==> config.mk <==
export PLATFORM = sky130hd
export DESIGN_NAME = rvfi_trace_top
export DESIGN_NICKNAME = d
export VERILOG_FILES = /design/src/logic/core_pkg.sv /design/src/logic/pipe_ctrl_fsm.sv /design/src/logic/retire_counter.sv /design/src/logic/rvfi_shadow_pipe.sv /design/src/logic/rvfi_trace_top.sv
export VERILOG_INCLUDE_DIRS = /design/src /design/src/logic
export SDC_FILE = /design/constraint.sdc
export NUM_CORES = 1
export LEC_CHECK = 0
export ABC_AREA = 1
export ABC_CLOCK_PERIOD_IN_PS = 24000
export BUFFER_PORTS_ARGS = -buffer_cell sky130_fd_sc_hd__buf_4
export CAP_MARGIN = 15
export CORE_MARGIN = 2
export CORE_UTILIZATION = 25
export CTS_CLUSTER_DIAMETER = 50
export DETAILED_ROUTE_END_ITERATION = 16
export SETUP_SLACK_MARGIN = 0.1
export SLEW_MARGIN = 20
export SYNTH_ARGS = -nofsm -noshare
export SYNTH_HDL_FRONTEND = slang
export SYNTH_HIERARCHICAL = 1
export SYNTH_SLANG_ARGS = --single-unit
==> constraint.sdc <==
create_clock -name clk_i -period 24 [get_ports clk_i]
set_input_delay 2.4 -clock clk_i [delete_from_list [all_inputs] [get_ports clk_i]]
set_output_delay 2.4 -clock clk_i [all_outputs]
set_load 0.05 [all_outputs]
==> src/logic/core_config.svh <==
`ifndef CORE_CONFIG_SVH
`define CORE_CONFIG_SVH

////////////////////////////////////////////////////////////
// Core widths
////////////////////////////////////////////////////////////

// Data and address width
`define CORE_XLEN 32

// Retirement order counter width
`define CORE_ORDER_W 64

// Killed instruction counter width
`define CORE_KILL_W 16

////////////////////////////////////////////////////////////
// Trap handling
////////////////////////////////////////////////////////////

// Next PC reported by a trapping instruction, word aligned
`define CORE_TRAP_VECTOR 32'h0000_0100

`endif

==> src/logic/core_pkg.sv <==
`include "core_config.svh"

package core_pkg;

    ////////////////////////////////////////////////////////////
    // Vector types
    ////////////////////////////////////////////////////////////

    // Instruction words, PCs, register data and addresses
    typedef logic [`CORE_XLEN-1:0] word_t;

    // Integer register index
    typedef logic [4:0] reg_addr_t;

    // Byte mask of a 32-bit data access
    typedef logic [3:0] byte_en_t;

    // Retirement order number
    typedef logic [`CORE_ORDER_W-1:0] order_t;

    // Number of instructions killed by redirects
    typedef logic [`CORE_KILL_W-1:0] kill_cnt_t;

    ////////////////////////////////////////////////////////////
    // Pipeline control FSM
    ////////////////////////////////////////////////////////////

    // RUN           normal flow
    // MEM_WAIT      MEM access held by a busy memory
    // TRAP_ENTRY    trap seen, next survivor is the handler entry
    typedef enum logic [1:0] {
        CTRL_RUN        = 2'd0,
        CTRL_MEM_WAIT   = 2'd1,
        CTRL_TRAP_ENTRY = 2'd2
    } ctrl_state_t;

endpackage

==> src/logic/pipe_ctrl_fsm.sv <==
`timescale 1ns/1ps

module pipe_ctrl_fsm import core_pkg::*; (
    input  logic        clk_i,
    input  logic        rst_n_i,

    // Status from the shadow pipeline
    input  logic        ex_redirect_i,
    input  logic        ex_is_trap_i,
    input  logic        mem_is_access_i,

    // Memory and source status
    input  logic        mem_busy_i,
    input  logic        id_valid_i,

    // Pipeline controls
    output logic        pipe_stall_o,
    output logic        ex_flush_o,
    output logic        wb_bubble_o,
    output logic        mark_intr_o,
    output logic        kill_o,

    // Current state, observed by the checker
    output ctrl_state_t state_o
);

    ctrl_state_t state_q;
    ctrl_state_t state_d;
    logic        kill_pend_q;
    logic        trap_redirect;
    logic        accept;

    ////////////////////////////////////////////////////////////
    // Combinational controls
    ////////////////////////////////////////////////////////////

    // A busy memory freezes ID, EX and MEM
    assign pipe_stall_o = mem_is_access_i && mem_busy_i;

    // Kill the instruction entering EX behind a redirect,
    // or the first one accepted later if ID was empty then
    assign ex_flush_o = (ex_redirect_i || kill_pend_q) && !pipe_stall_o;

    // WB sees bubbles while MEM is held
    assign wb_bubble_o = pipe_stall_o;

    assign kill_o = ex_flush_o && id_valid_i;

    // Trap leaves EX on this edge
    assign trap_redirect = ex_redirect_i && ex_is_trap_i && !pipe_stall_o;

    // Acceptance of an instruction that survives
    assign accept = id_valid_i && !pipe_stall_o && !ex_flush_o;

    assign mark_intr_o = (state_q == CTRL_TRAP_ENTRY);
    assign state_o     = state_q;

    ////////////////////////////////////////////////////////////
    // Next state
    ////////////////////////////////////////////////////////////

    always_comb begin
        state_d = state_q;
        case (state_q)
            CTRL_RUN, CTRL_MEM_WAIT: begin
                if (trap_redirect) begin
                    state_d = CTRL_TRAP_ENTRY;
                end else if (pipe_stall_o) begin
                    state_d = CTRL_MEM_WAIT;
                end else begin
                    state_d = CTRL_RUN;
                end
            end
            CTRL_TRAP_ENTRY: begin
                // Stay until the handler's first instruction gets in
                if (accept) begin
                    state_d = CTRL_RUN;
                end
            end
            default: begin
                state_d = CTRL_RUN;
            end
        endcase
    end

    ////////////////////////////////////////////////////////////
    // State registers
    ////////////////////////////////////////////////////////////

    always_ff @(posedge clk_i or negedge rst_n_i) begin
        if (!rst_n_i) begin
            state_q     <= CTRL_RUN;
            kill_pend_q <= 1'b0;
        end else begin
            state_q <= state_d;
            // Pending kill survives until a valid ID instruction is flushed
            if (ex_flush_o) begin
                kill_pend_q <= !id_valid_i;
            end
        end
    end

endmodule

==> src/logic/retire_counter.sv <==
`timescale 1ns/1ps

module retire_counter import core_pkg::*; (
    input  logic      clk_i,
    input  logic      rst_n_i,

    // Strobes
    input  logic      retire_i,
    input  logic      kill_i,

    // Counts
    output order_t    order_o,
    output kill_cnt_t kill_count_o
);

    order_t    order_q;
    kill_cnt_t kill_q;

    // Record in WB carries the number of earlier retirements
    always_ff @(posedge clk_i or negedge rst_n_i) begin
        if (!rst_n_i) begin
            order_q <= '0;
        end else if (retire_i) begin
            order_q <= order_q + order_t'(1);
        end
    end

    // Saturating kill count
    always_ff @(posedge clk_i or negedge rst_n_i) begin
        if (!rst_n_i) begin
            kill_q <= '0;
        end else if (kill_i && (kill_q != '1)) begin
            kill_q <= kill_q + kill_cnt_t'(1);
        end
    end

    assign order_o      = order_q;
    assign kill_count_o = kill_q;

endmodule

==> src/logic/rvfi_shadow_pipe.sv <==
`timescale 1ns/1ps
`include "core_config.svh"

module rvfi_shadow_pipe import core_pkg::*; (
    input  logic      clk_i,
    input  logic      rst_n_i,

    // Decoded instruction at ID
    input  logic      id_valid_i,
    input  word_t     id_instr_i,
    input  word_t     id_pc_i,
    input  reg_addr_t id_rs1_addr_i,
    input  logic      id_rs1_used_i,
    input  word_t     id_rs1_rdata_i,
    input  reg_addr_t id_rs2_addr_i,
    input  logic      id_rs2_used_i,
    input  word_t     id_rs2_rdata_i,
    input  reg_addr_t id_rd_addr_i,
    input  logic      id_rd_wen_i,
    input  word_t     id_rd_wdata_i,
    input  logic      id_branch_taken_i,
    input  word_t     id_branch_target_i,
    input  logic      id_trap_i,
    input  logic      id_mem_req_i,
    input  logic      id_mem_wen_i,
    input  word_t     id_mem_addr_i,
    input  byte_en_t  id_mem_ben_i,
    input  word_t     id_mem_wdata_i,
    input  word_t     id_mem_rdata_i,
    input  logic      id_csr_wen_i,
    input  word_t     id_csr_wdata_i,
    input  word_t     id_csr_rdata_i,

    // Controls and order count
    input  logic      pipe_stall_i,
    input  logic      ex_flush_i,
    input  logic      wb_bubble_i,
    input  logic      mark_intr_i,
    input  order_t    order_i,

    // Status to pipeline control
    output logic      ex_redirect_o,
    output logic      ex_is_trap_o,
    output logic      mem_is_access_o,

    // Retirement record
    output logic      rvfi_valid_o,
    output order_t    rvfi_order_o,
    output word_t     rvfi_insn_o,
    output logic      rvfi_trap_o,
    output logic      rvfi_intr_o,
    output reg_addr_t rvfi_rs1_addr_o,
    output word_t     rvfi_rs1_rdata_o,
    output reg_addr_t rvfi_rs2_addr_o,
    output word_t     rvfi_rs2_rdata_o,
    output reg_addr_t rvfi_rd_addr_o,
    output word_t     rvfi_rd_wdata_o,
    output word_t     rvfi_pc_rdata_o,
    output word_t     rvfi_pc_wdata_o,
    output word_t     rvfi_mem_addr_o,
    output byte_en_t  rvfi_mem_rmask_o,
    output byte_en_t  rvfi_mem_wmask_o,
    output word_t     rvfi_mem_rdata_o,
    output word_t     rvfi_mem_wdata_o,
    output word_t     rvfi_csr_rmask_o,
    output word_t     rvfi_csr_wmask_o,
    output word_t     rvfi_csr_wdata_o,
    output word_t     rvfi_csr_rdata_o
);

    logic      is_rvc_id;
    word_t     insn_id, pc_n_id;

    logic      valid_ex, trap_ex, intr_ex, taken_ex;
    word_t     insn_ex, pc_ex, pc_n_ex;
    reg_addr_t rs1_addr_ex, rs2_addr_ex, rd_addr_ex;
    word_t     rs1_rdata_ex, rs2_rdata_ex, rd_wdata_ex;
    logic      rd_wen_ex, mem_req_ex, mem_wen_ex, csr_wen_ex;
    word_t     mem_addr_ex, mem_wdata_ex, mem_rdata_ex, csr_wdata_ex, csr_rdata_ex;
    byte_en_t  mem_ben_ex;

    logic      valid_mem, trap_mem, intr_mem, rd_wen_mem, mem_req_mem;
    word_t     insn_mem, pc_mem, pc_n_mem;
    reg_addr_t rs1_addr_mem, rs2_addr_mem, rd_addr_mem;
    word_t     rs1_rdata_mem, rs2_rdata_mem, rd_wdata_mem;
    word_t     mem_addr_mem, mem_wdata_mem, mem_rdata_mem;
    byte_en_t  mem_rmask_mem, mem_wmask_mem;
    word_t     csr_rmask_mem, csr_wmask_mem, csr_wdata_mem, csr_rdata_mem;

    logic      valid_wb, rd_wen_wb;
    reg_addr_t rd_addr_wb;
    word_t     rd_wdata_wb;

    ////////////////////////////////////////////////////////////
    // ID: record fields known at decode
    ////////////////////////////////////////////////////////////

    assign is_rvc_id = (id_instr_i[1:0] != 2'b11);
    assign insn_id   = is_rvc_id ? {16'b0, id_instr_i[15:0]} : id_instr_i;

    // Trap vector wins over a taken branch
    always_comb begin
        if (id_trap_i) begin
            pc_n_id = `CORE_TRAP_VECTOR;
        end else if (id_branch_taken_i) begin
            pc_n_id = id_branch_target_i;
        end else begin
            pc_n_id = id_pc_i + (is_rvc_id ? word_t'(2) : word_t'(4));
        end
    end

    ////////////////////////////////////////////////////////////
    // ID -> EX
    ////////////////////////////////////////////////////////////

    always_ff @(posedge clk_i or negedge rst_n_i) begin
        if (!rst_n_i) begin
            valid_ex <= 1'b0;
        end else if (!pipe_stall_i) begin
            // Flushed instruction becomes a bubble
            valid_ex <= id_valid_i && !ex_flush_i;
        end
    end

    always_ff @(posedge clk_i) begin
        if (!pipe_stall_i) begin
            insn_ex      <= insn_id;
            trap_ex      <= id_trap_i;
            taken_ex     <= id_branch_taken_i;
            intr_ex      <= mark_intr_i;
            // Sources only when the instruction reads them
            rs1_addr_ex  <= id_rs1_used_i ? id_rs1_addr_i : '0;
            rs1_rdata_ex <= id_rs1_used_i ? id_rs1_rdata_i : '0;
            rs2_addr_ex  <= id_rs2_used_i ? id_rs2_addr_i : '0;
            rs2_rdata_ex <= id_rs2_used_i ? id_rs2_rdata_i : '0;
            rd_addr_ex   <= id_rd_addr_i;
            rd_wen_ex    <= id_rd_wen_i;
            rd_wdata_ex  <= id_rd_wdata_i;
            pc_ex        <= id_pc_i;
            pc_n_ex      <= pc_n_id;
            mem_req_ex   <= id_mem_req_i;
            mem_wen_ex   <= id_mem_wen_i;
            mem_addr_ex  <= id_mem_addr_i;
            mem_ben_ex   <= id_mem_ben_i;
            mem_wdata_ex <= id_mem_wdata_i;
            mem_rdata_ex <= id_mem_rdata_i;
            csr_wen_ex   <= id_csr_wen_i;
            csr_wdata_ex <= id_csr_wdata_i;
            csr_rdata_ex <= id_csr_rdata_i;
        end
    end

    assign ex_redirect_o = valid_ex && (taken_ex || trap_ex);
    assign ex_is_trap_o  = valid_ex && trap_ex;

    ////////////////////////////////////////////////////////////
    // EX -> MEM
    ////////////////////////////////////////////////////////////

    always_ff @(posedge clk_i or negedge rst_n_i) begin
        if (!rst_n_i) begin
            valid_mem <= 1'b0;
        end else if (!pipe_stall_i) begin
            valid_mem <= valid_ex;
        end
    end

    always_ff @(posedge clk_i) begin
        if (!pipe_stall_i) begin
            insn_mem      <= insn_ex;
            trap_mem      <= trap_ex;
            intr_mem      <= intr_ex;
            rs1_addr_mem  <= rs1_addr_ex;
            rs1_rdata_mem <= rs1_rdata_ex;
            rs2_addr_mem  <= rs2_addr_ex;
            rs2_rdata_mem <= rs2_rdata_ex;
            rd_addr_mem   <= rd_addr_ex;
            rd_wen_mem    <= valid_ex && rd_wen_ex;
            rd_wdata_mem  <= rd_wdata_ex;
            pc_mem        <= pc_ex;
            pc_n_mem      <= pc_n_ex;
            mem_req_mem   <= valid_ex && mem_req_ex;
            mem_addr_mem  <= mem_addr_ex;
            mem_wdata_mem <= mem_wdata_ex;
            mem_rdata_mem <= mem_rdata_ex;
            // Loads and stores both read; only stores write
            mem_rmask_mem <= (valid_ex && mem_req_ex) ? mem_ben_ex : '0;
            mem_wmask_mem <= (valid_ex && mem_req_ex && mem_wen_ex) ? mem_ben_ex : '0;
            csr_rmask_mem <= {`CORE_XLEN{valid_ex}};
            csr_wmask_mem <= {`CORE_XLEN{valid_ex && csr_wen_ex}};
            csr_wdata_mem <= csr_wdata_ex;
            csr_rdata_mem <= csr_rdata_ex;
        end
    end

    assign mem_is_access_o = valid_mem && mem_req_mem;

    ////////////////////////////////////////////////////////////
    // MEM -> WB
    ////////////////////////////////////////////////////////////

    always_ff @(posedge clk_i or negedge rst_n_i) begin
        if (!rst_n_i) begin
            valid_wb <= 1'b0;
        end else begin
            valid_wb <= valid_mem && !wb_bubble_i;
        end
    end

    always_ff @(posedge clk_i) begin
        rvfi_insn_o      <= insn_mem;
        rvfi_trap_o      <= trap_mem;
        rvfi_intr_o      <= intr_mem;
        rvfi_rs1_addr_o  <= rs1_addr_mem;
        rvfi_rs1_rdata_o <= rs1_rdata_mem;
        rvfi_rs2_addr_o  <= rs2_addr_mem;
        rvfi_rs2_rdata_o <= rs2_rdata_mem;
        rd_addr_wb       <= rd_addr_mem;
        rd_wen_wb        <= rd_wen_mem;
        rd_wdata_wb      <= rd_wdata_mem;
        rvfi_pc_rdata_o  <= pc_mem;
        rvfi_pc_wdata_o  <= pc_n_mem;
        rvfi_mem_addr_o  <= mem_addr_mem;
        rvfi_mem_rmask_o <= mem_rmask_mem;
        rvfi_mem_wmask_o <= mem_wmask_mem;
        rvfi_mem_rdata_o <= mem_rdata_mem;
        rvfi_mem_wdata_o <= mem_wdata_mem;
        rvfi_csr_rmask_o <= csr_rmask_mem;
        rvfi_csr_wmask_o <= csr_wmask_mem;
        rvfi_csr_wdata_o <= csr_wdata_mem;
        rvfi_csr_rdata_o <= csr_rdata_mem;
    end

    // Destination only when written, x0 always reads zero
    assign rvfi_rd_addr_o  = rd_wen_wb ? rd_addr_wb : '0;
    assign rvfi_rd_wdata_o = (rvfi_rd_addr_o == '0) ? '0 : rd_wdata_wb;

    assign rvfi_valid_o = valid_wb;
    assign rvfi_order_o = order_i;

endmodule

==> src/logic/rvfi_trace_top.sv <==
`timescale 1ns/1ps

module rvfi_trace_top import core_pkg::*; (
    input  logic      clk_i,
    input  logic      rst_n_i,

    // Instruction at ID
    input  logic      id_valid_i,
    input  word_t     id_instr_i,
    input  word_t     id_pc_i,
    input  reg_addr_t id_rs1_addr_i,
    input  logic      id_rs1_used_i,
    input  word_t     id_rs1_rdata_i,
    input  reg_addr_t id_rs2_addr_i,
    input  logic      id_rs2_used_i,
    input  word_t     id_rs2_rdata_i,
    input  reg_addr_t id_rd_addr_i,
    input  logic      id_rd_wen_i,
    input  word_t     id_rd_wdata_i,
    input  logic      id_branch_taken_i,
    input  word_t     id_branch_target_i,
    input  logic      id_trap_i,
    input  logic      id_mem_req_i,
    input  logic      id_mem_wen_i,
    input  word_t     id_mem_addr_i,
    input  byte_en_t  id_mem_ben_i,
    input  word_t     id_mem_wdata_i,
    input  word_t     id_mem_rdata_i,
    input  logic      id_csr_wen_i,
    input  word_t     id_csr_wdata_i,
    input  word_t     id_csr_rdata_i,
    input  logic      mem_busy_i,

    output logic      id_stall_o,

    // Retirement record
    output logic      rvfi_valid_o,
    output order_t    rvfi_order_o,
    output word_t     rvfi_insn_o,
    output logic      rvfi_trap_o,
    output logic      rvfi_intr_o,
    output reg_addr_t rvfi_rs1_addr_o,
    output word_t     rvfi_rs1_rdata_o,
    output reg_addr_t rvfi_rs2_addr_o,
    output word_t     rvfi_rs2_rdata_o,
    output reg_addr_t rvfi_rd_addr_o,
    output word_t     rvfi_rd_wdata_o,
    output word_t     rvfi_pc_rdata_o,
    output word_t     rvfi_pc_wdata_o,
    output word_t     rvfi_mem_addr_o,
    output byte_en_t  rvfi_mem_rmask_o,
    output byte_en_t  rvfi_mem_wmask_o,
    output word_t     rvfi_mem_rdata_o,
    output word_t     rvfi_mem_wdata_o,
    output word_t     rvfi_csr_rmask_o,
    output word_t     rvfi_csr_wmask_o,
    output word_t     rvfi_csr_wdata_o,
    output word_t     rvfi_csr_rdata_o,

    output kill_cnt_t kill_count_o
);

    logic   pipe_stall, ex_flush, wb_bubble, mark_intr, kill;
    logic   ex_redirect, ex_is_trap, mem_is_access;
    order_t order;

    // Source is held whenever the pipe is frozen
    assign id_stall_o = pipe_stall;

    pipe_ctrl_fsm u_ctrl (
        .*,
        .ex_redirect_i   (ex_redirect),
        .ex_is_trap_i    (ex_is_trap),
        .mem_is_access_i (mem_is_access),
        .pipe_stall_o    (pipe_stall),
        .ex_flush_o      (ex_flush),
        .wb_bubble_o     (wb_bubble),
        .mark_intr_o     (mark_intr),
        .kill_o          (kill),
        .state_o         ()
    );

    retire_counter u_count (
        .*,
        .retire_i (rvfi_valid_o),
        .kill_i   (kill),
        .order_o  (order)
    );

    rvfi_shadow_pipe u_shadow (
        .*,
        .pipe_stall_i    (pipe_stall),
        .ex_flush_i      (ex_flush),
        .wb_bubble_i     (wb_bubble),
        .mark_intr_i     (mark_intr),
        .order_i         (order),
        .ex_redirect_o   (ex_redirect),
        .ex_is_trap_o    (ex_is_trap),
        .mem_is_access_o (mem_is_access)
    );

endmodule

==> impl_metrics.yaml <==
sta:
  slew-limit-headroom_pct: 28.6
  finalClockSkew_ns: 0.0380
  rsz0062_at_grt: "no"
  period_share_pct: 28.9
  drv_slew: 0
  tightest_slew_ns: 1.07
  finalSetupTns_ns: 0
  fin_crit_ns: 6.95
  setup_viol: 0
  fmax_mhz: 144
  hold_viol_final: 0
  hold_ws_ns: 0.309
setup_path:
  startpoint_type: "primary input"
  cp_slowest_cell: "buf_4"
  critical_path_required_ns: 24.36
  crit_path_cell_trace: "buf_4, nand2_2, inv_1, inv_8, buf_4, buf_4, buf_4, buf_4, buf_6"
  worst_path_largest_cell_delay_ns: 0.84
  criticalPathCategory: "in2reg"
  crit_top_cell: "buf_4"
  critPathMaxFanout: 129
  r2r_cells: 10
  arrival_ns: 7.31
  crit_path_end_kind: "flop"
routing:
  drtIter0Drc: 1220
  post_drt_via_cell_ratio: 3.82
  drtAntennaViolNets: 0
  dr.pass1.iters: 5
  wl_per_cell_um: 18.2
  via_count: 21400
  wl_um: 102000
  drc_errors: 0
power:
  p_int_w: 0.00394
  switching_share_pct: 27.4
  max-vdd-ir-drop_v: 0.0000674
  pwr-share-comb_pct: 13.1
  p_per_area_mw_per_mm2: 104
  switching_power_w: 0.00148
  power_leakage_nw: 22.8
  pwr-share-seq_pct: 46.6
  pwr-share-clk_pct: 40.3
worst_hold_path:
  min_path_cells: 0
  holdCritPathClass: "reg2reg"
clock_network:
  clkLatencyLatePin_ns: 0.75
  clk_pin_slew_ns: 0.06
  cts_setup_buffers: 0
  cts.sink_count: 1225
  cts_buffers: 143
  ctsLongestPathBuffers: 3
  ctsResizeCount: 0
  hold_buffers: 0
  cts_max_level: 4
  cts_tree: "yes"
  cts-root-buf: "clkbuf_16"
synthesis:
  synth_warnings: 6
  synth_area_mm2: 0.0389
  synth_nets: 2905
  ys_seq_elements: 1225
  synth_area_leaders: "edfxtp_1 (59%), dfxtp_1 (20%), dfrtp_1 (5.5%)"
  synth_top_cell_by_area: "edfxtp_1"
  postSynthAreaPerCell_um2: 15.4
  yosys.area.top_type_share_pct: 58.6
  yosysUniqueCellTypes: 40
  netlist_instances: 2518
  yosysSeqAreaShare_pct: 83.7
finish:
  drive_gt1_share_pct: 34.2
  nets: 3815
  largest_register_ffs: 64
  fillers: 15000
  areaGrowthSynthToFinish_pct: 34.3
  fin_cells: 5596
floorplan:
  die_w_um: 398
  fp.dieArea_mm2: 0.159
  placementRows: 144
  die_h_um: 398
  ios: 906
  start_util_pct: 25.2
  core_mm2: 0.154
place:
  dp.cells: 5327
  dp_hpwl_um: 76100
  gp_congestion: 0.893
  io_buffer_count: 905
global_route:
  grt_max_degree: 169
  grt_overflow: 0
  antenna_found_initial: 20
  grt_pass1_vias: 21200
  grt_use_total_pct: 12.3
  grt_pass1_wl_um: 142000
flow_run:
  drv_cap: 0
outcome:
  status: "complete, no violations"
-- power groups by stage --
| stage | registers (W) | logic (W) | clock network (W) |
|---|---|---|---|
| 2_1_floorplan | 0.00280 | 0.000248 | 0 |
| 3_3_place_gp | 0.00257 | 0.000714 | 0 |
| 3_5_place_dp | 0.00257 | 0.000716 | 0 |
| 4_1_cts | 0.00253 | 0.000717 | 0.00226 |
| 5_1_grt | 0.00255 | 0.000740 | 0.00234 |
| 6_report | 0.00253 | 0.000708 | 0.00219 |
-- logic make-up after synthesis --
kind of cell,count (synthesis),synth area share (%)
AO/OA/AOI/OAI,49,0.682
buffers and inverters,427,5.37
flip-flops,1225,83.7
adder cells (fa/ha/maj),4,0.129
AND/OR/NAND/NOR,742,8.49
XOR/XNOR,71,1.62
-- cell type report --
class	count	area [um^2]	share of cell area [%]
diodes	2	5.00	0.00958
clock buffers	197	4050	7.76
clock inverters	70	872	1.67
inverters	276	1040	2.00
multi-input cells	866	4250	8.14
flip-flops and latches	1225	32600	62.3
well taps	2044	2560	4.90
repair buffers	916	6890	13.2
-- cell usage in the layout, fill, tap and decap left out, drive strengths merged, types with 32 or more instances in the layout --
cell type / n
buf: 916
dfrtp: 86
inv: 297
nand3: 67
clkbuf: 197
dfxtp: 380
nor3: 39
nand2: 354
clkinv: 32
o21ai: 42
nor2: 247
xor2: 42
edfxtp: 759
-- layer usage --
| layer | wire length [um] | vias up | GRT usage [%] |
|---|---|---|---|
| met5 | 139 | - | 0 |
| met3 | 10200 | 183 | 5.62 |
| met2 | 51700 | 784 | 21.4 |
| met4 | 2560 | 22 | 4.16 |
| met1 | 37100 | 10200 | 13.2 |
| li1 | - | 10100 | - |
-- final timing paths --
| kind | endpoint | slack (ns) | startpoint |
|---|---|---|---|
| setup reg to reg | u_shadow/rs2_rdata_ex[10] | 18.28 | u_shadow/valid_mem |
| max in group asynchronous | u_count/order_o[14] | 21.24 | rst_n_i |
| hold reg to reg | u_shadow/rvfi_mem_addr_o[2] | 0.31 | u_shadow/mem_addr_mem[2] |
| hold / removal | u_shadow/rvfi_mem_addr_o[2] | 0.31 | u_shadow/mem_addr_mem[2] |
| min in group asynchronous | u_shadow/valid_ex | 1.54 | rst_n_i |
| setup / recovery | u_shadow/rs2_rdata_ex[10] | 17.05 | mem_busy_i |
-- critical path, delay by kind of cell --
kind | cells | cell delay (ns)
buf+inv | 8 | 4.54
simple gates | 1 | 0.11
-- cell usage after synthesis, drive strengths merged --
cell type	count
edfxtp	759
dfxtp	380
nand2	354
inv	274
nor2	247
buf	136
dfrtp	86
nand3	67
o21ai	42
xor2	42
nor3	39
xnor2	29
nand4	24
clkbuf	15
nand3b	9
a21oi	6
ha	4
clkinv	2
a31oi	1
and2	1
or2	1
-- through the flow --
step	util [%]	setup WS, ns	area [um^2]	power (W)
after detailed placement	30.7	15.98	47300	0.00329
after CTS	33.9	16.82	52200	0.00551
final	33.9	17.05	52200	0.00542
after floorplan	-	5.32	38900	0.00304
after global routing	33.9	16.67	52200	0.00563
after global placement	30.7	16.14	47300	0.00328
Power figures use the tool's default switching activity.
